--- src/hdl/buf_geom_pkg.sv ---
package buf_geom_pkg;

    // sized for a 2048-page buffer
    localparam int MAX_PAGE_BITS = 11;
    localparam int PAGE_WORDS    = 8;

    typedef logic [MAX_PAGE_BITS-1:0] page_idx_t;
    typedef logic [2:0]               word_idx_t;

    // next link, top bit clear
    typedef struct packed {
        logic      is_tail;
        logic [3:0] rsvd;
        page_idx_t next_page;
    } next_link_t;

    // tail descriptor, top bit set
    typedef struct packed {
        logic       is_tail;
        logic [11:0] rsvd;
        word_idx_t  last_word;
    } tail_desc_t;

    // one link table entry, decoded by its top bit
    typedef union packed {
        next_link_t link;
        tail_desc_t tail;
    } link_entry_t;

endpackage

--- src/hdl/free_page_list.sv ---
`timescale 1ns/1ps

module free_page_list #(
    parameter int NUM_PAGES = 64
) (
    input  logic                    clk,
    input  logic                    rst_n,
    input  logic                    alloc,
    output buf_geom_pkg::page_idx_t free_page,
    input  logic                    release_vld,
    input  buf_geom_pkg::page_idx_t release_page
);
    import buf_geom_pkg::*;

    localparam int PTR_BITS = $clog2(NUM_PAGES);

    page_idx_t           recycle_q [NUM_PAGES];
    page_idx_t           fresh_cnt;
    logic                fresh_left;
    logic [PTR_BITS-1:0] q_head;
    logic [PTR_BITS-1:0] q_tail;
    logic [PTR_BITS:0]   q_cnt;
    logic                take_queue;
    logic                list_empty;

    function automatic logic [PTR_BITS-1:0] ptr_next(input logic [PTR_BITS-1:0] p);
        return (p == PTR_BITS'(NUM_PAGES - 1)) ? '0 : p + 1'b1;
    endfunction

    // never-used pages first, counting down
    assign free_page  = fresh_left ? fresh_cnt : recycle_q[q_head];
    assign take_queue = alloc && !fresh_left;
    assign list_empty = !fresh_left && (q_cnt == '0);

    always_ff @(posedge clk) begin
        if (!rst_n) begin
            fresh_cnt  <= page_idx_t'(NUM_PAGES - 1);
            fresh_left <= 1'b1;
            q_head     <= '0;
            q_tail     <= '0;
            q_cnt      <= '0;
        end else begin
            if (alloc && fresh_left) begin
                fresh_cnt <= fresh_cnt - 1'b1;
                if (fresh_cnt == '0) begin
                    fresh_left <= 1'b0;
                end
            end
            if (take_queue) begin
                q_head <= ptr_next(q_head);
            end
            if (release_vld) begin
                q_tail <= ptr_next(q_tail);
            end
            case ({release_vld, take_queue})
                2'b10:   q_cnt <= q_cnt + 1'b1;
                2'b01:   q_cnt <= q_cnt - 1'b1;
                default: q_cnt <= q_cnt;
            endcase
        end
    end

    // recycled pages queue
    always_ff @(posedge clk) begin
        if (release_vld) begin
            recycle_q[q_tail] <= release_page;
        end
    end

    a_no_alloc_empty: assert property (@(posedge clk) disable iff (!rst_n)
        alloc |-> !list_empty)
        else $error("free_page_list: alloc while empty");

    a_no_overfill: assert property (@(posedge clk) disable iff (!rst_n)
        release_vld |-> (q_cnt < NUM_PAGES))
        else $error("free_page_list: release into full queue");

endmodule

--- config.mk ---
export PLATFORM = sky130hd
export DESIGN_NAME = free_page_list
export DESIGN_NICKNAME = d
export VERILOG_FILES = /design/src/hdl/buf_geom_pkg.sv /design/src/hdl/free_page_list.sv
export SDC_FILE = /design/constraint.sdc
export NUM_CORES = 1
export LEC_CHECK = 0
export BUFFER_PORTS_ARGS = -buffer_cell sky130_fd_sc_hd__buf_2
export CORE_MARGIN = 5
export CORE_UTILIZATION = 55
export DETAILED_ROUTE_END_ITERATION = 7
export PLACE_DENSITY_LB_ADDON = 0.3
export SETUP_SLACK_MARGIN = 0.5
export SYNTH_ARGS = -nofsm -noshare
export SYNTH_HDL_FRONTEND = slang
export SYNTH_SLANG_ARGS = --single-unit
export TNS_END_PERCENT = 10
--- constraint.sdc ---
create_clock -name clk -period 2.5 [get_ports clk]
set_clock_uncertainty 0.2 [all_clocks]
set_input_delay 0.5 -clock clk [delete_from_list [all_inputs] [get_ports clk]]
set_output_delay 0.5 -clock clk [all_outputs]
set_load 0.005 [all_outputs]
==> run_results.csv <==
group,metric,value,unit
detailed_routing,first_pass_iters,5,
synthesis,async_reset_ff_share,0,%
setup_path,startpoint_type,"register",
setup_path,crit_slowest_cell,"mux4_2",
job,drv_cap,0,
detailed_routing,drt_wl_total,67000,um
synthesis,syn_area,0.0285,mm^2
die,start_util,55.5,%
setup_path,rr_startpoint,"fresh_left",
pwr,total_power,24.7,mW
grt,antenna_found_initial,2,
setup_path,reg2regPathDepth,6,
clock_network,cts.sink_count,734,
timing,slew_viol_final,0,
min_path,hold_path.class,"in2reg",
finish,area_growth,20.9,%
setup_path,cp_cell_sequence,"buf_6 > buf_12 > bufbuf_16 > mux4_2 > mux2_4 > a221oi_2 > o21ai_1 > buf_2",
timing,period_share,146,%
die,num_rows,83,
min_path,hold-path-endpoint,"fresh_left",
synthesis,ys_ff_latch,734,
synthesis,seq_area_frac_synth,76.4,%
setup_path,crit_fanout,11,
synthesis,synthFlopType,"edfxtp_1",
grt,grt_pass1_wl,98400,um
clock_network,cts_max_level,3,
pwr,leakagePower,10.9,nW
finish,fin_nets,1612,
placed_design,dp_hpwl,38600,um
pwr,peakVddDrop,0.599,mV
synthesis,synth_nets,1372,
timing,finalWorstSetupSlack,-1.14,ns
finish,instances_no_fill,2330,
min_path,min_path_cells,4,
timing,setup_violations,11,
synthesis,synth_edf_count,704,
die,core_area,0.0513,mm^2
setup_path,worst_setup_path_end_kind,"primary output",
min_path,worstHoldStart,"alloc",
setup_path,critical_path_class,"reg2out",
die,design.die.area,0.0564,mm^2
run_status,status,"complete, but fails checks",
grt,grt.overflow.total,0,
synthesis,yosysMostFrequentCell,"edfxtp_1",
grt,grt_pass1_vias,14700,
clock_network,cts_tree,"built",
grt,globalRouteTotalUtil,23.7,%
placed_design,post-place-ws,-0.657,ns
setup_path,cpPeakStageDelay,0.51,ns
setup_path,required,1.80,ns
finish,n_fill_cell,3198,
synthesis,avgSynthCellArea,21.0,um^2
detailed_routing,vias,14500,
timing,rsz0062_at_grt,"true",
setup_path,ff2ff_setup_slack,0.52,ns
setup_path,worst-path-buf-inv,4,
clock_network,clk_pin_slew,0.06,ns
detailed_routing,wl_per_cell,28.8,um
timing,hold_viol_final,0,
detailed_routing,antenna_left,0,
placed_design,placed_cell_area,0.0309,mm^2
clock_network,worstSkewPairLatency,0.61,ns
die,die_x,238,um
setup_path,cp_top_family,"multiplexers",
timing,maxSlewHeadroom,26.1,%
finish,design_area,0.0344,mm^2
die,pin_count,26,
detailed_routing,viasPerCell,6.22,
clock_network,numCtsBuffers,74,
die,die_h,238,um
setup_path,timing.rr.end,"fresh_cnt[7]",
synthesis,ys_top_cells_by_area,"edfxtp_1, mux4_2, dfxtp_1",
finish,drive_gt1_share,39.8,%
placed_design,globalplace.congestion,0.849,
detailed_routing,drcViolationCount,0,
synthesis,yosysWarnings,0,
placed_design,dp.cells,2159,
synthesis,syn_inst,1354,
setup_path,crit_arrival,2.94,ns
pwr,power.density,717,mW/mm^2
clock_network,hold_buffers,0,
timing,timing.fmax,274,MHz
grt,grt_max_degree,65,
synthesis,synth_cell_types,42,
timing,timing.final.crit_period,3.64,ns
run_status,violations,"setup timing",
timing,worst_pin_slew,1.11,ns
clock_network,clock_path_buffers,3,
synthesis,synth_top_area_share,74.2,%
synthesis,yosysTopAreaCell,"edfxtp_1",
synthesis,synth_common_cells,"edfxtp_1, mux4_2, nor2_1, mux2i_1, mux2_2",
placed_design,io_buffers,25,
clock_network,cts-root-buf,"clkbuf_16",
detailed_routing,first_iter_violations,1507,
## sequential cells by signal, indices dropped and copies added (netlist names), named ones only
name / flops
fresh_cnt: 11
fresh_left: 1
q_head: 6
q_tail: 6
recycle_q: 704
## layout by cell type, fill, tap and decap left out, types with 6 or more instances in the layout
cell       netlist  final
a21oi_1         11     11
a221oi_1        22      6
a221oi_2         0     13
a22oi_2          0     11
and2_1           8      8
buf_12           0     29
buf_16           0     12
buf_2           32     25
buf_4            7    161
buf_6            5      6
clkbuf_1        28     20
clkbuf_16        0     79
clkinv_1         0     11
clkinv_2         0     12
dfxtp_1         30     21
dfxtp_2          0      6
edfxtp_1       704    704
mux2_2          44     31
mux2_4           0     13
mux2i_1         46     23
mux2i_2          0     16
mux2i_4          0      7
mux4_2         165    165
nand2_1         27     25
nand3_1          8      7
nor2_1          78     73
nor2b_1         11      9
nor3_2           0      7
o21ai_1         11      7
o221ai_1        11     10
o22ai_1         22      6
o22ai_2          0     11
xnor2_1         11     11
xor2_1           6      6
## kinds of logic (layout without fill, tap and decap cells)
group	Yosys count	after routing	synth area share, %
and+or+nand+nor	172	172	2.85
buffers and inverters	79	374	1.41
muxes	255	255	16.4
adders and majority gates	3	3	0.132
AOI/OAI and AO/OA	94	94	2.32
DFF	734	734	76.4
xor gates and xnor gates	17	17	0.523
other	0	1	0
## power by group
| group | switching (mW) | total [mW] | internal, mW |
|---|---|---|---|
| sequential | 0.0278 | 13.5 | 13.5 |
| combinational | 0.337 | 0.455 | 0.118 |
| clock | 4.41 | 10.7 | 6.27 |
## through the flow
| step | TNS (ns) | hold slack, ns | util, % |
|---|---|---|---|
| floorplan | 0 | 0.284 | - |
| CTS | -12.35 | 0.0231 | 66.5 |
| global route | -13.10 | 0.0757 | 67.1 |
| global placement | -6.20 | 0.318 | 60.2 |
| finish | -12.10 | 0.0610 | 67.1 |
| detailed placement | -6.36 | 0.315 | 60.2 |
## timing repair
action,in CTS,in global routing
resized for setup,89,44
cloned,11,1
setup buffers,18,9
endpoints found under the setup margin,465,223
pin swaps,8,14
hold endpoints to repair,0,0
## worst min-delay path, delay by kind of cell
kind                   cells  cell delay [ns]
and+or+nand+nor            3             0.20
buffers and inverters      1             0.14
## worst max path at each step
stage	slack (ns)	start	depth (start not counted)	to
2_1_floorplan	0.11	register	6	free_page[0]
3_3_place_gp	-0.68	register	8	free_page[4]
3_5_place_dp	-0.66	register	8	free_page[4]
4_1_cts	-1.17	register	11	free_page[0]
5_1_grt	-1.25	register	10	free_page[9]
6_report	-1.14	register	8	free_page[0]
## final cells by class
class                   count  area [um^2]  share of cell area, %
repair buffers            241         2490                   7.25
inverters                   2         7.51                 0.0218
multi-input cells         541         6970                   20.3
flip-flops and latches    734        21800                   63.2
diodes                      1         2.50                0.00727
clock buffers             100         2050                   5.97
clock inverters            31          283                  0.821
well taps                 680          851                   2.47
## layer usage
metal / GRT usage, % / vias up / share of wire (%)
met4: 6.80 / 2 / 2.3
met5: 0 / - / 0.010
li1: - / 6112 / -
met1: 33.8 / 7585 / 39
met2: 38.5 / 686 / 50
met3: 4.40 / 104 / 8.2
Power figures use the tool's default switching activity.
