[src/hdl/buf_geom_pkg.sv]
package buf_geom_pkg;

    // sized for a 2048-page buffer
    localparam int MAX_PAGE_BITS = 11;
    localparam int PAGE_WORDS    = 8;

    typedef logic [MAX_PAGE_BITS-1:0] page_idx_t;
    typedef logic [2:0]               word_idx_t;

    // next link, top bit clear
    typedef struct packed {
        logic      is_tail;
        logic [3:0] rsvd;
        page_idx_t next_page;
    } next_link_t;

    // tail descriptor, top bit set
    typedef struct packed {
        logic       is_tail;
        logic [11:0] rsvd;
        word_idx_t  last_word;
    } tail_desc_t;

    // one link table entry, decoded by its top bit
    typedef union packed {
        next_link_t link;
        tail_desc_t tail;
    } link_entry_t;

endpackage

[src/hdl/ecc_pkg.sv]
package ecc_pkg;

    // one packet word
    typedef logic [15:0] data_word_t;

    // page code is the xor of every byte in the page
    // words past the end of a packet count as zero
    typedef logic [7:0] ecc_code_t;

endpackage

[src/hdl/packet_reader.sv]
`timescale 1ns/1ps

module packet_reader (
    input  logic                                   clk,
    input  logic                                   rst_n,
    input  logic                                   rd_req,
    input  buf_geom_pkg::page_idx_t                rd_head,
    output logic [buf_geom_pkg::MAX_PAGE_BITS+2:0] data_raddr,
    input  ecc_pkg::data_word_t                    data_rdata,
    output buf_geom_pkg::page_idx_t                link_raddr,
    input  buf_geom_pkg::link_entry_t              link_rdata,
    output buf_geom_pkg::page_idx_t                code_raddr,
    input  ecc_pkg::ecc_code_t                     code_rdata,
    output logic                                   release_vld,
    output buf_geom_pkg::page_idx_t                release_page,
    output logic                                   out_vld,
    output ecc_pkg::data_word_t                    out_data,
    output logic                                   out_eop,
    output logic                                   page_code_vld,
    output ecc_pkg::ecc_code_t                     page_code,
    output logic                                   rd_busy
);
    import buf_geom_pkg::*;

    typedef enum logic [2:0] {S_IDLE, S_HDR, S_DEC, S_WORDS, S_DRAIN} rd_state_t;

    rd_state_t state;
    page_idx_t cur_page;
    page_idx_t next_page;
    word_idx_t r_idx;
    word_idx_t last_word;
    logic      last_page;
    logic      page_last_word;

    assign link_raddr     = cur_page;
    assign code_raddr     = cur_page;
    assign data_raddr     = {cur_page, r_idx};
    assign out_data       = data_rdata;
    assign rd_busy        = (state != S_IDLE);
    assign page_last_word = (r_idx == last_word);

    always_ff @(posedge clk) begin
        if (!rst_n) begin
            state         <= S_IDLE;
            out_vld       <= 1'b0;
            out_eop       <= 1'b0;
            page_code_vld <= 1'b0;
            release_vld   <= 1'b0;
        end else begin
            // store data comes back one cycle after the address
            out_vld       <= (state == S_WORDS);
            out_eop       <= (state == S_WORDS) && last_page && page_last_word;
            page_code_vld <= (state == S_DEC);
            release_vld   <= (state == S_WORDS) && page_last_word;
            case (state)
                S_IDLE: begin
                    if (rd_req) begin
                        state <= S_HDR;
                    end
                end
                S_HDR:   state <= S_DEC;
                S_DEC:   state <= S_WORDS;
                S_WORDS: begin
                    if (page_last_word) begin
                        state <= last_page ? S_DRAIN : S_HDR;
                    end
                end
                // last word still leaving the store
                default: state <= S_IDLE;
            endcase
        end
    end

    always_ff @(posedge clk) begin
        case (state)
            S_IDLE: begin
                if (rd_req) begin
                    cur_page <= rd_head;
                end
            end
            S_DEC: begin
                // top bit picks next link or tail descriptor
                page_code <= code_rdata;
                r_idx     <= '0;
                last_page <= link_rdata.tail.is_tail;
                next_page <= link_rdata.link.next_page;
                if (link_rdata.tail.is_tail) begin
                    last_word <= link_rdata.tail.last_word;
                end else begin
                    last_word <= word_idx_t'(PAGE_WORDS - 1);
                end
            end
            S_WORDS: begin
                r_idx        <= r_idx + 1'b1;
                release_page <= cur_page;
                if (page_last_word) begin
                    cur_page <= next_page;
                end
            end
            default: begin
                r_idx <= r_idx;
            end
        endcase
    end

    a_req_when_idle: assert property (@(posedge clk) disable iff (!rst_n)
        rd_req |-> !rd_busy)
        else $error("packet_reader: rd_req during a read");

    // link entry of each page must have clear reserved bits
    a_link_well_formed: assert property (@(posedge clk) disable iff (!rst_n)
        (state == S_DEC) |->
            (link_rdata.tail.is_tail ? (link_rdata.tail.rsvd == '0)
                                     : (link_rdata.link.rsvd == '0)))
        else $error("packet_reader: malformed link entry");

endmodule

[config.mk]
export PLATFORM = sky130hd
export DESIGN_NAME = packet_reader
export DESIGN_NICKNAME = d
export VERILOG_FILES = /design/src/hdl/buf_geom_pkg.sv /design/src/hdl/ecc_pkg.sv /design/src/hdl/packet_reader.sv
export SDC_FILE = /design/constraint.sdc
export NUM_CORES = 1
export LEC_CHECK = 0
export ABC_AREA = 0
export BUFFER_PORTS_ARGS = -buffer_cell sky130_fd_sc_hd__buf_4
export CAP_MARGIN = 20
export CELL_PAD_IN_SITES_DETAIL_PLACEMENT = 1
export CELL_PAD_IN_SITES_GLOBAL_PLACEMENT = 1
export CORE_MARGIN = 2
export CORE_UTILIZATION = 36
export DETAILED_ROUTE_END_ITERATION = 6
export GPL_TIMING_DRIVEN = 0
export MAX_ROUTING_LAYER = met4
export PLACE_DENSITY_LB_ADDON = 0.1
export SYNTH_ARGS = -nofsm -noshare
export SYNTH_HDL_FRONTEND = slang
export SYNTH_SLANG_ARGS = --single-unit
[constraint.sdc]
create_clock -name clk -period 4.2 [get_ports clk]
set_input_delay 0.42 -clock clk [delete_from_list [all_inputs] [get_ports clk]]
set_output_delay 0.42 -clock clk [all_outputs]
set_load 0.01 [all_outputs]
==> out/qor.csv <==
stage,metric,value,unit
cts,htreeDepth,2,
yosys,synth.most_common_cell,edfxtp_1,
drt,dr_wl_met3,440,um
sta,hold_violations,0,
floorplan,initial_utilization,0.375,
global_routing,grt_usage,0.138,
sta,grt_setup_unrepaired,no,
power_and_ir_drop,p_int,959,uW
sta,slew_violations,0,
power_and_ir_drop,switchingPower,313,uW
floorplan,rows,28,
hold_path,hold_depth,1,
global_routing,grt_antenna_before_repair,0,
sta,setup_tns,0,ns
cts,cts_resized,0,
cts,root_buffer,clkbuf_8,
cells_and_area,nFillCells,627,
global_routing,grt_pass1_wl,6.62,mm
drt,vias,1436,
cells_and_area,syn_to_final_growth,45.7,%
critical_path,r2r_cells,3,
yosys,yosys.area.top_type,edfxtp_1,
yosys,syn-num-nets,192,
power_and_ir_drop,pwr-share-seq,0.540,
cells_and_area,final_layout_size_suffix_gt1_frac,0.678,
place,dp.cells,322,
cts,cts_buffers,5,
critical_path,rr_endpoint,code_raddr[7],
yosys,synthCells,137,
yosys,async_flop_share,0,
global_routing,first_global_vias,1384,
yosys,yosysSeqAreaShare,0.708,
power_and_ir_drop,clock_power_share,0.236,
yosys,synthTopCellsByCount,"edfxtp_1, buf_4, mux2_2",
critical_path,worstPathArrival,2.04,ns
cts,cts.sinks,55,
cells_and_area,fin_util,0.546,
yosys,ys_ff_latch,55,
drt,dr.first_iter.drc_count,78,
yosys,synth_edf_count,48,
cts,clk_transition_reported_paths,0.10,ns
yosys,synthFlopType,edfxtp_1,
sta,fin_crit_sh,0.498,
cts,cts_tree,yes,
sta,worst_pin_slew,0.660,ns
yosys,syn_area_per_cell,16.3,sq um
hold_path,min_to,next_page[6],
drt,wl_met1,1.85,mm
sta,max-slew-margin-rel,0.556,
drt,drc,0,
power_and_ir_drop,cellLeakagePower,1.42,nW
critical_path,cp.required,4.15,ns
drt,wl_met2,2.37,mm
critical_path,regToRegSetupSlack,2.11,ns
yosys,synth_area,2230,sq um
power_and_ir_drop,cellPowerDensity,391,nW/um^2
cts,hold_buffers,0,
floorplan,dieArea,6850,sq um
power_and_ir_drop,total_power,1.27,mW
sta,finalWorstSetupSlack,2.11,ns
cells_and_area,nets,309,
sta,setup_violations,0,
place,place_ws,2.11,ns
drt,routed_wl,4.74,mm
drt,wl_per_cell,14.4,um
drt,ant_nets,0,
power_and_ir_drop,swShare,0.246,
floorplan,chipWidth,82.8,um
yosys,synth_cell_types,28,
hold_path,min_path_type,in2reg,
yosys,yosysTopAreaCellShare,0.645,
floorplan,num_io_pins,130,
drt,firstDrtPassIters,4,
sta,skew,0.0125,ns
yosys,synth_area_leaders,"edfxtp_1, buf_4, dfxtp_1, mux2_2, xor2_1",
floorplan,die_h,82.8,um
sta,period_minus_slack,2.09,ns
drt,avgViaCountPerCell,4.35,
sta,clock.fmax,478,MHz
hold_path,worstHoldStart,link_rdata[6],
cells_and_area,finalNonFillerCells,330,
global_routing,grt_max_degree,21,
place,port_buffers,109,
cts,clockBufferDepth,2,
drt,top_layer,met4,
power_and_ir_drop,combPwrFrac,0.224,
critical_path,crit-reg2reg-launch,r_idx[0],
floorplan,core,5960,sq um
cells_and_area,antenna_cells,0,
cts,clkLatencyLatePin,0.31,ns
place,gp_congestion,0.731,
global_routing,overflow,0,
place,dp_hpwl,3.71,mm
critical_path,crit_type,reg2reg,
yosys,yosysWarnings,0,
power_and_ir_drop,peakVddDrop,0.233,mV
critical_path,crit_fanout,11,
critical_path,end_kind,flop,
critical_path,critical_path.startpoint_type,flop,
job,drv_cap,0,
cts,post-cts-setup-buffer-count,0,
outcome,outcome,completed,
-- layout by cell type (no fill, tap or decap) --
| cell | n |
|---|---|
| inv_4 | 1 |
| mux2_4 | 1 |
| and2_1 | 2 |
| nor2_1 | 2 |
| xor2_1 | 3 |
| nand2_1 | 1 |
| nand2b_1 | 4 |
| and4_1 | 2 |
| ha_1 | 1 |
| o21a_1 | 1 |
| mux2_2 | 11 |
| a21o_1 | 1 |
| nor3_1 | 1 |
| xnor2_1 | 1 |
| or3_4 | 1 |
| a31oi_1 | 1 |
| inv_1 | 2 |
| nor2b_4 | 1 |
| buf_6 | 1 |
| o211ai_1 | 1 |
| buf_4 | 147 |
| dfxtp_1 | 7 |
| buf_8 | 1 |
| edfxtp_1 | 48 |
| nor2b_2 | 1 |
| o22ai_1 | 1 |
| clkbuf_8 | 6 |
| clkbuf_1 | 1 |
| nand2_2 | 1 |
| and3_1 | 1 |
| o21ai_0 | 1 |
| clkinv_2 | 1 |
-- through the flow --
| step | hold slack (ns) | area, sq um |
|---|---|---|
| after CTS | 0.266 | 3250 |
| after detailed placement | 0.501 | 3160 |
| after global routing | 0.263 | 3250 |
| after floorplan | 0.487 | 2230 |
| after global placement | 0.490 | 3150 |
| final | 0.279 | 3250 |
-- worst max-delay path, cell delays in order, from the launching register on --
cell and delay [ns]:
edfxtp_1 0.47, xor2_1 0.17, nor3_1 0.57, o21a_1 0.53
-- per-layer routing --
layer,vias to the layer above,track usage
met4,0,0.0459
met5,-,-
met3,9,0.0489
li1,681,-
met2,84,0.228
met1,662,0.158
-- kinds of logic after synthesis --
| logic type | count (synthesis) | synth area share |
|---|---|---|
| mux | 12 | 0.0622 |
| simple gates | 17 | 0.0515 |
| buf+inv | 42 | 0.139 |
| fa+ha+maj | 1 | 0.00560 |
| flops | 55 | 0.708 |
| xor+xnor | 4 | 0.0157 |
| compound gates | 6 | 0.0179 |
-- power groups by stage --
stage | Sequential, mW | Clock (mW) | Combinational [mW]
after floorplan | 0.708 | 0 | 0.129
after CTS | 0.689 | 0.311 | 0.291
after detailed placement | 0.701 | 0 | 0.291
final | 0.687 | 0.300 | 0.285
after global placement | 0.698 | 0 | 0.281
after global routing | 0.694 | 0.332 | 0.310
-- final cells by class --
| class | instances | area (sq um) | area share |
|---|---|---|---|
| flip-flops and latches | 55 | 1580 | 0.486 |
| inverters | 3 | 13.8 | 0.00423 |
| plain buffers | 39 | 297 | 0.0911 |
| clock buffers | 7 | 86.3 | 0.0265 |
| multi-input cells | 40 | 344 | 0.106 |
| well taps | 75 | 93.8 | 0.0288 |
| repair buffers | 110 | 833 | 0.256 |
| clock inverters | 1 | 5.00 | 0.00154 |
-- sequential cells by signal (all words and copies together) (netlist names) --
register / flops
release_vld: 1
r_idx: 3
last_word: 3
last_page: 1
release_page: 11
page_code: 8
next_page: 11
out_eop: 1
page_code_vld: 1
state: 3
code_raddr: 11
out_vld: 1
-- worst max path at each step --
stage	startpoint	endpoint	cells after the start
6_report	r_idx[0]	code_raddr[7]	3
5_1_grt	r_idx[0]	code_raddr[8]	3
4_1_cts	r_idx[0]	code_raddr[7]	3
3_5_place_dp	r_idx[0]	code_raddr[8]	3
3_3_place_gp	state[1]	next_page[8]	2
2_1_floorplan	state[1]	last_page	2
(Power assumes the default switching activity.)
