--- src/hdl/buf_geom_pkg.sv ---
package buf_geom_pkg;

    // sized for a 2048-page buffer
    localparam int MAX_PAGE_BITS = 11;
    localparam int PAGE_WORDS    = 8;

    typedef logic [MAX_PAGE_BITS-1:0] page_idx_t;
    typedef logic [2:0]               word_idx_t;

    // next link, top bit clear
    typedef struct packed {
        logic      is_tail;
        logic [3:0] rsvd;
        page_idx_t next_page;
    } next_link_t;

    // tail descriptor, top bit set
    typedef struct packed {
        logic       is_tail;
        logic [11:0] rsvd;
        word_idx_t  last_word;
    } tail_desc_t;

    // one link table entry, decoded by its top bit
    typedef union packed {
        next_link_t link;
        tail_desc_t tail;
    } link_entry_t;

endpackage

--- src/hdl/ecc_pkg.sv ---
package ecc_pkg;

    // one packet word
    typedef logic [15:0] data_word_t;

    // page code is the xor of every byte in the page
    // words past the end of a packet count as zero
    typedef logic [7:0] ecc_code_t;

endpackage

--- src/hdl/packet_writer.sv ---
`timescale 1ns/1ps

module packet_writer #(
    parameter int NUM_PAGES = 64
) (
    input  logic                                   clk,
    input  logic                                   rst_n,
    input  logic                                   in_vld,
    input  ecc_pkg::data_word_t                    in_data,
    input  logic                                   in_eop,
    output logic                                   alloc,
    input  buf_geom_pkg::page_idx_t                free_page,
    output logic                                   data_we,
    output logic [buf_geom_pkg::MAX_PAGE_BITS+2:0] data_waddr,
    output ecc_pkg::data_word_t                    data_wdata,
    output logic                                   link_we,
    output buf_geom_pkg::page_idx_t                link_waddr,
    output buf_geom_pkg::link_entry_t              link_wdata,
    output logic                                   code_we,
    output buf_geom_pkg::page_idx_t                code_waddr,
    output ecc_pkg::ecc_code_t                     code_wdata,
    output logic                                   wr_done,
    output buf_geom_pkg::page_idx_t                wr_head,
    output logic [buf_geom_pkg::MAX_PAGE_BITS:0]   wr_pages
);
    import buf_geom_pkg::*;
    import ecc_pkg::*;

    typedef enum logic [1:0] {S_IDLE, S_FIRST, S_LATER} wr_state_t;

    wr_state_t              state;
    word_idx_t              w_idx;
    word_idx_t              last_idx_d;
    page_idx_t              cur_page;
    page_idx_t              head_page;
    page_idx_t              wr_page;
    logic [MAX_PAGE_BITS:0] pkt_pages;
    data_word_t             page_buf [PAGE_WORDS];
    ecc_code_t              page_code;
    logic                   page_end_d;
    logic                   eop_d;
    link_entry_t            next_entry;
    link_entry_t            tail_entry;

    // a page is taken at word 0 of every page
    assign alloc   = in_vld && (w_idx == '0);
    assign wr_page = alloc ? free_page : cur_page;

    always_comb begin
        next_entry                = '0;
        next_entry.link.next_page = free_page;
        tail_entry                = '0;
        tail_entry.tail.is_tail   = 1'b1;
        tail_entry.tail.last_word = last_idx_d;
    end

    always_ff @(posedge clk) begin
        if (!rst_n) begin
            state <= S_IDLE;
        end else if (in_vld) begin
            case (state)
                S_IDLE: begin
                    state <= in_eop ? S_IDLE : S_FIRST;
                end
                S_FIRST: begin
                    if (in_eop) begin
                        state <= S_IDLE;
                    end else if (w_idx == word_idx_t'(PAGE_WORDS - 1)) begin
                        state <= S_LATER;
                    end
                end
                default: begin
                    if (in_eop) begin
                        state <= S_IDLE;
                    end
                end
            endcase
        end
    end

    // word counter restarts at each packet
    always_ff @(posedge clk) begin
        if (!rst_n) begin
            w_idx     <= '0;
            pkt_pages <= '0;
        end else if (in_vld) begin
            w_idx <= in_eop ? '0 : w_idx + 1'b1;
            if (state == S_IDLE) begin
                pkt_pages <= 1;
            end else if (alloc) begin
                pkt_pages <= pkt_pages + 1'b1;
            end
        end
    end

    always_ff @(posedge clk) begin
        if (alloc) begin
            cur_page <= free_page;
        end
        if (in_vld && state == S_IDLE) begin
            head_page <= free_page;
        end
    end

    // page image for the encoder, zero padded
    always_ff @(posedge clk) begin
        if (in_vld) begin
            if (w_idx == '0) begin
                for (int i = 1; i < PAGE_WORDS; i++) begin
                    page_buf[i] <= '0;
                end
                page_buf[0] <= in_data;
            end else begin
                page_buf[w_idx] <= in_data;
            end
        end
    end

    page_parity_encoder u_encoder (
        .words0 (page_buf[0]),
        .words1 (page_buf[1]),
        .words2 (page_buf[2]),
        .words3 (page_buf[3]),
        .words4 (page_buf[4]),
        .words5 (page_buf[5]),
        .words6 (page_buf[6]),
        .words7 (page_buf[7]),
        .code   (page_code)
    );

    always_ff @(posedge clk) begin
        if (!rst_n) begin
            data_we    <= 1'b0;
            page_end_d <= 1'b0;
            eop_d      <= 1'b0;
            wr_done    <= 1'b0;
            code_we    <= 1'b0;
            link_we    <= 1'b0;
        end else begin
            data_we    <= in_vld;
            page_end_d <= in_vld && (in_eop || w_idx == word_idx_t'(PAGE_WORDS - 1));
            eop_d      <= in_vld && in_eop;
            wr_done    <= eop_d;
            code_we    <= page_end_d;
            // next link at a later page start, tail one cycle after eop
            link_we    <= eop_d || (alloc && state == S_LATER);
        end
    end

    always_ff @(posedge clk) begin
        data_waddr <= {wr_page, w_idx};
        data_wdata <= in_data;
        last_idx_d <= w_idx;
        code_waddr <= cur_page;
        code_wdata <= page_code;
        link_waddr <= cur_page;
        link_wdata <= eop_d ? tail_entry : next_entry;
        if (eop_d) begin
            wr_head  <= head_page;
            wr_pages <= pkt_pages;
        end
    end

    // tail write relies on the idle cycle after eop
    a_gap_after_eop: assert property (@(posedge clk) disable iff (!rst_n)
        (in_vld && in_eop) |=> !in_vld)
        else $error("packet_writer: no idle cycle after eop");

    a_pkt_fits: assert property (@(posedge clk) disable iff (!rst_n)
        (alloc && state != S_IDLE) |-> (pkt_pages < NUM_PAGES))
        else $error("packet_writer: packet larger than buffer");

endmodule

--- src/hdl/page_parity_encoder.sv ---
`timescale 1ns/1ps

module page_parity_encoder (
    input  ecc_pkg::data_word_t words0,
    input  ecc_pkg::data_word_t words1,
    input  ecc_pkg::data_word_t words2,
    input  ecc_pkg::data_word_t words3,
    input  ecc_pkg::data_word_t words4,
    input  ecc_pkg::data_word_t words5,
    input  ecc_pkg::data_word_t words6,
    input  ecc_pkg::data_word_t words7,
    output ecc_pkg::ecc_code_t  code
);
    import ecc_pkg::*;

    ecc_code_t fold [8];
    ecc_code_t pair [4];
    ecc_code_t quad [2];

    // high byte against low byte of each word
    assign fold[0] = words0[15:8] ^ words0[7:0];
    assign fold[1] = words1[15:8] ^ words1[7:0];
    assign fold[2] = words2[15:8] ^ words2[7:0];
    assign fold[3] = words3[15:8] ^ words3[7:0];
    assign fold[4] = words4[15:8] ^ words4[7:0];
    assign fold[5] = words5[15:8] ^ words5[7:0];
    assign fold[6] = words6[15:8] ^ words6[7:0];
    assign fold[7] = words7[15:8] ^ words7[7:0];

    // balanced tree over the folded words
    assign pair[0] = fold[0] ^ fold[1];
    assign pair[1] = fold[2] ^ fold[3];
    assign pair[2] = fold[4] ^ fold[5];
    assign pair[3] = fold[6] ^ fold[7];

    assign quad[0] = pair[0] ^ pair[1];
    assign quad[1] = pair[2] ^ pair[3];

    assign code = quad[0] ^ quad[1];

endmodule

--- config.mk ---
export PLATFORM = sky130hd
export DESIGN_NAME = packet_writer
export DESIGN_NICKNAME = d
export VERILOG_FILES = /design/src/hdl/buf_geom_pkg.sv /design/src/hdl/ecc_pkg.sv /design/src/hdl/packet_writer.sv /design/src/hdl/page_parity_encoder.sv
export SDC_FILE = /design/constraint.sdc
export NUM_CORES = 1
export LEC_CHECK = 0
export ABC_AREA = 1
export ABC_CLOCK_PERIOD_IN_PS = 4080
export BUFFER_PORTS_ARGS = -buffer_cell sky130_fd_sc_hd__buf_4
export CORE_ASPECT_RATIO = 0.5
export CORE_MARGIN = 1.5
export CORE_UTILIZATION = 45
export CTS_CLUSTER_DIAMETER = 120
export DETAILED_ROUTE_END_ITERATION = 8
export PLACE_DENSITY = 0.69
export SYNTH_ARGS = -nofsm -noshare
export SYNTH_HDL_FRONTEND = slang
export SYNTH_SLANG_ARGS = --single-unit
--- constraint.sdc ---
create_clock -name clk -period 4.08 [get_ports clk]
set_input_delay 0 -clock clk [delete_from_list [all_inputs] [get_ports clk]]
set_output_delay 0 -clock clk [all_outputs]
set_load 0.005 [all_outputs]
==> results.json <==
{
  "r2r_start": "w_idx[1]$_SDFFE_PN0P_",
  "ir_drop_uv": 373,
  "ys_ff_latch": 246,
  "hold_path.class": "in -> reg",
  "yosysWarnings": 0,
  "ioPinCount": 135,
  "drtIter0Drc": 538,
  "fin_area_mm2": 0.0134,
  "synth_cells": 1403,
  "timing.fmax_mhz": 407,
  "fillers": 2105,
  "antenna_cells": 0,
  "portBuffers": 130,
  "hold_start": "in_data[2]",
  "cp-start-kind": "register",
  "post-cts-setup-buffers": 0,
  "ys_types": 26,
  "fin_cells": 1916,
  "layout_common_cells": "685 x nand2_1, 210 x inv_1, 173 x edfxtp_1, 162 x nor2_1, 131 x buf_4",
  "antenna_found_initial": 0,
  "syn_area_mm2": 0.0112,
  "drt-pass1-iter-count": 5,
  "ys_seq_area_share_pct": 59.2,
  "grt_setup_unrepaired": "false",
  "cts_made_buffers": 22,
  "final_common_cell": "nand2_1",
  "area_delta_synth_final_pct": 19.5,
  "drc": 0,
  "gp_congestion": 0.785,
  "drive_above_1_share_pct": 10.8,
  "htreeDepth": 1,
  "worstMarginPinSlew_ns": 0.820,
  "cts_tree": "done",
  "grt_max_degree": 27,
  "place_area_mm2": 0.0125,
  "vias": 8930,
  "cts_resized": 0,
  "reg2regPathDepth": 4,
  "r2r-end": "page_buf[0][15]$_DFFE_PP_",
  "finalMaxSlewViolations": 0,
  "setup_tns_ns": 0,
  "die_h_um": 115,
  "placed_cells": 1846,
  "required_ns": 4.08,
  "met2_wirelength_mm": 11.5,
  "core_area_mm2": 0.0243,
  "cts_sinks": 246,
  "gr-total-overflow": 0,
  "whs_endpoint": "data_wdata[2]$_DFF_P_",
  "nNetsFinal": 1599,
  "p_leak_uw": 0.00682,
  "synthFlopType": "edfxtp_1",
  "fin_crit_sh_pct": 60.2,
  "rrSetupSlack_ns": 1.69,
  "end_kind": "output port",
  "critPathMaxFanout": 24,
  "via_per_inst": 4.66,
  "clkTransAtPathRegs_ns": 0.07,
  "setup_viol": 0,
  "dieWidth_um": 227,
  "crit_type": "reg -> out",
  "hold_violations": 0,
  "synth_edf_count": 173,
  "first_global_vias": 8309,
  "initial_core_util_pct": 46.3,
  "clock_latency_ns": 0.52,
  "finClkSkew_ns": 0.0249,
  "min_path_cells": 2,
  "max_cap_viol_count": 0,
  "rows": 40,
  "dp_hpwl_mm": 17.9,
  "avgSynthCellArea_um2": 8.02,
  "outcome": "finished, final reports clean",
  "routedWlPerCell_um": 12.9,
  "wirelength_mm": 24.8,
  "relSlewSlack_pct": 45.2,
  "antenna_left": 0,
  "m1WireLength_mm": 11.4,
  "cts_root_buffer": "clkbuf_16",
  "routed.top_layer": "met4",
  "wl_met3_mm": 1.49,
  "grt_pass1_wl_mm": 39.5,
  "fin_crit_ns": 2.45,
  "track_usage_pct": 19.3,
  "clockBufferDepth": 3,
  "ys_async_sr_fraction_pct": 0,
  "power_density_mw_per_mm2": 416,
  "die_area_mm2": 0.0260,
  "cp.arrival_ns": 2.45
}
synth_stat cells (all sizes together) (3+ instances only):
cell type	n	area, µm²
nand3	28	145
ha	4	50.1
edfxtp	173	5190
buf	24	179
nor3	5	25.0
clkbuf	3	11.3
nor2	163	614
inv	211	792
o21ai	7	35.0
nand2	689	2600
dfxtp	73	1460
a21oi	13	65.1
worst max-delay path by stage:
stage                          start                            to
2_1_floorplan  w_idx[0]$_SDFFE_PN0P_  page_buf[1][0]$_SDFFCE_PN0P_
4_1_cts        w_idx[1]$_SDFFE_PN0P_                         alloc
3_3_place_gp   w_idx[0]$_SDFFE_PN0P_     page_buf[0][13]$_DFFE_PP_
3_5_place_dp   w_idx[0]$_SDFFE_PN0P_     page_buf[0][13]$_DFFE_PP_
5_1_grt        w_idx[1]$_SDFFE_PN0P_                         alloc
6_report       w_idx[1]$_SDFFE_PN0P_                         alloc
where the power goes:
group	switching [µW]	internal, µW	leakage (µW)
clock	904	1050	0.000329
sequential	91.1	2840	0.00232
combinational	429	266	0.00417
cell type report:
class	instances	area, µm²	area share [%]
multi-input cells	922	3620	26.9
inverters	211	792	5.89
flip-flops and latches	246	6660	49.5
clock buffers	31	614	4.57
repair buffers	161	1280	9.55
well taps	336	420	3.13
clock inverters	9	51.3	0.382
layer usage:
| layer | vias up | global-route usage (%) |
|---|---|---|
| li1 | 4573 | - |
| met1 | 4111 | 26.0 |
| met2 | 207 | 32.2 |
| met3 | 39 | 4.01 |
| met4 | 0 | 4.71 |
| met5 | - | 0 |
registers in the layout, indices dropped and copies added, names as in the netlist, 3 cells and up:
signal / cells
page_buf: 128
data_wdata: 16
link_wdata: 12
pkt_pages: 12
wr_pages: 12
code_waddr: 11
data_waddr: 11
head_page: 11
wr_head: 11
code_wdata: 8
w_idx: 3
through the flow:
step | util [%] | worst slack (ns) | power [µW] | hold slack [ns]
after CTS | 55.4 | 1.59 | 5610 | 0.141
after global routing | 55.4 | 1.42 | 5840 | 0.149
after global placement | 51.4 | 1.77 | 3620 | 0.126
final | 55.4 | 1.63 | 5590 | 0.159
after floorplan | - | 2.06 | 3380 | 0.0277
after detailed placement | 51.4 | 1.68 | 3650 | 0.128
critical path: stages, from the launching register on:
cell and delay, ns:
dfxtp_1 0.38, inv_1 0.11, ha_1 0.21, nand3_2 0.47
inv_1 0.57, buf_4 0.20
what timing repair did:
item                                   in CTS  in global routing
endpoints found under the hold margin     133                  0
setup endpoints to repair                   0                  0
hold buffers                               30                  0
cell families after synthesis:
group,share of synthesized area [%]
AO/OA/AOI/OAI,1.15
adder cells (fa/ha/maj),0.445
buffers and inverters,8.73
flip-flops,59.2
other,0.0333
AND/OR/NAND/NOR,30.5
Note: power is estimated with default switching activity, not from simulation.
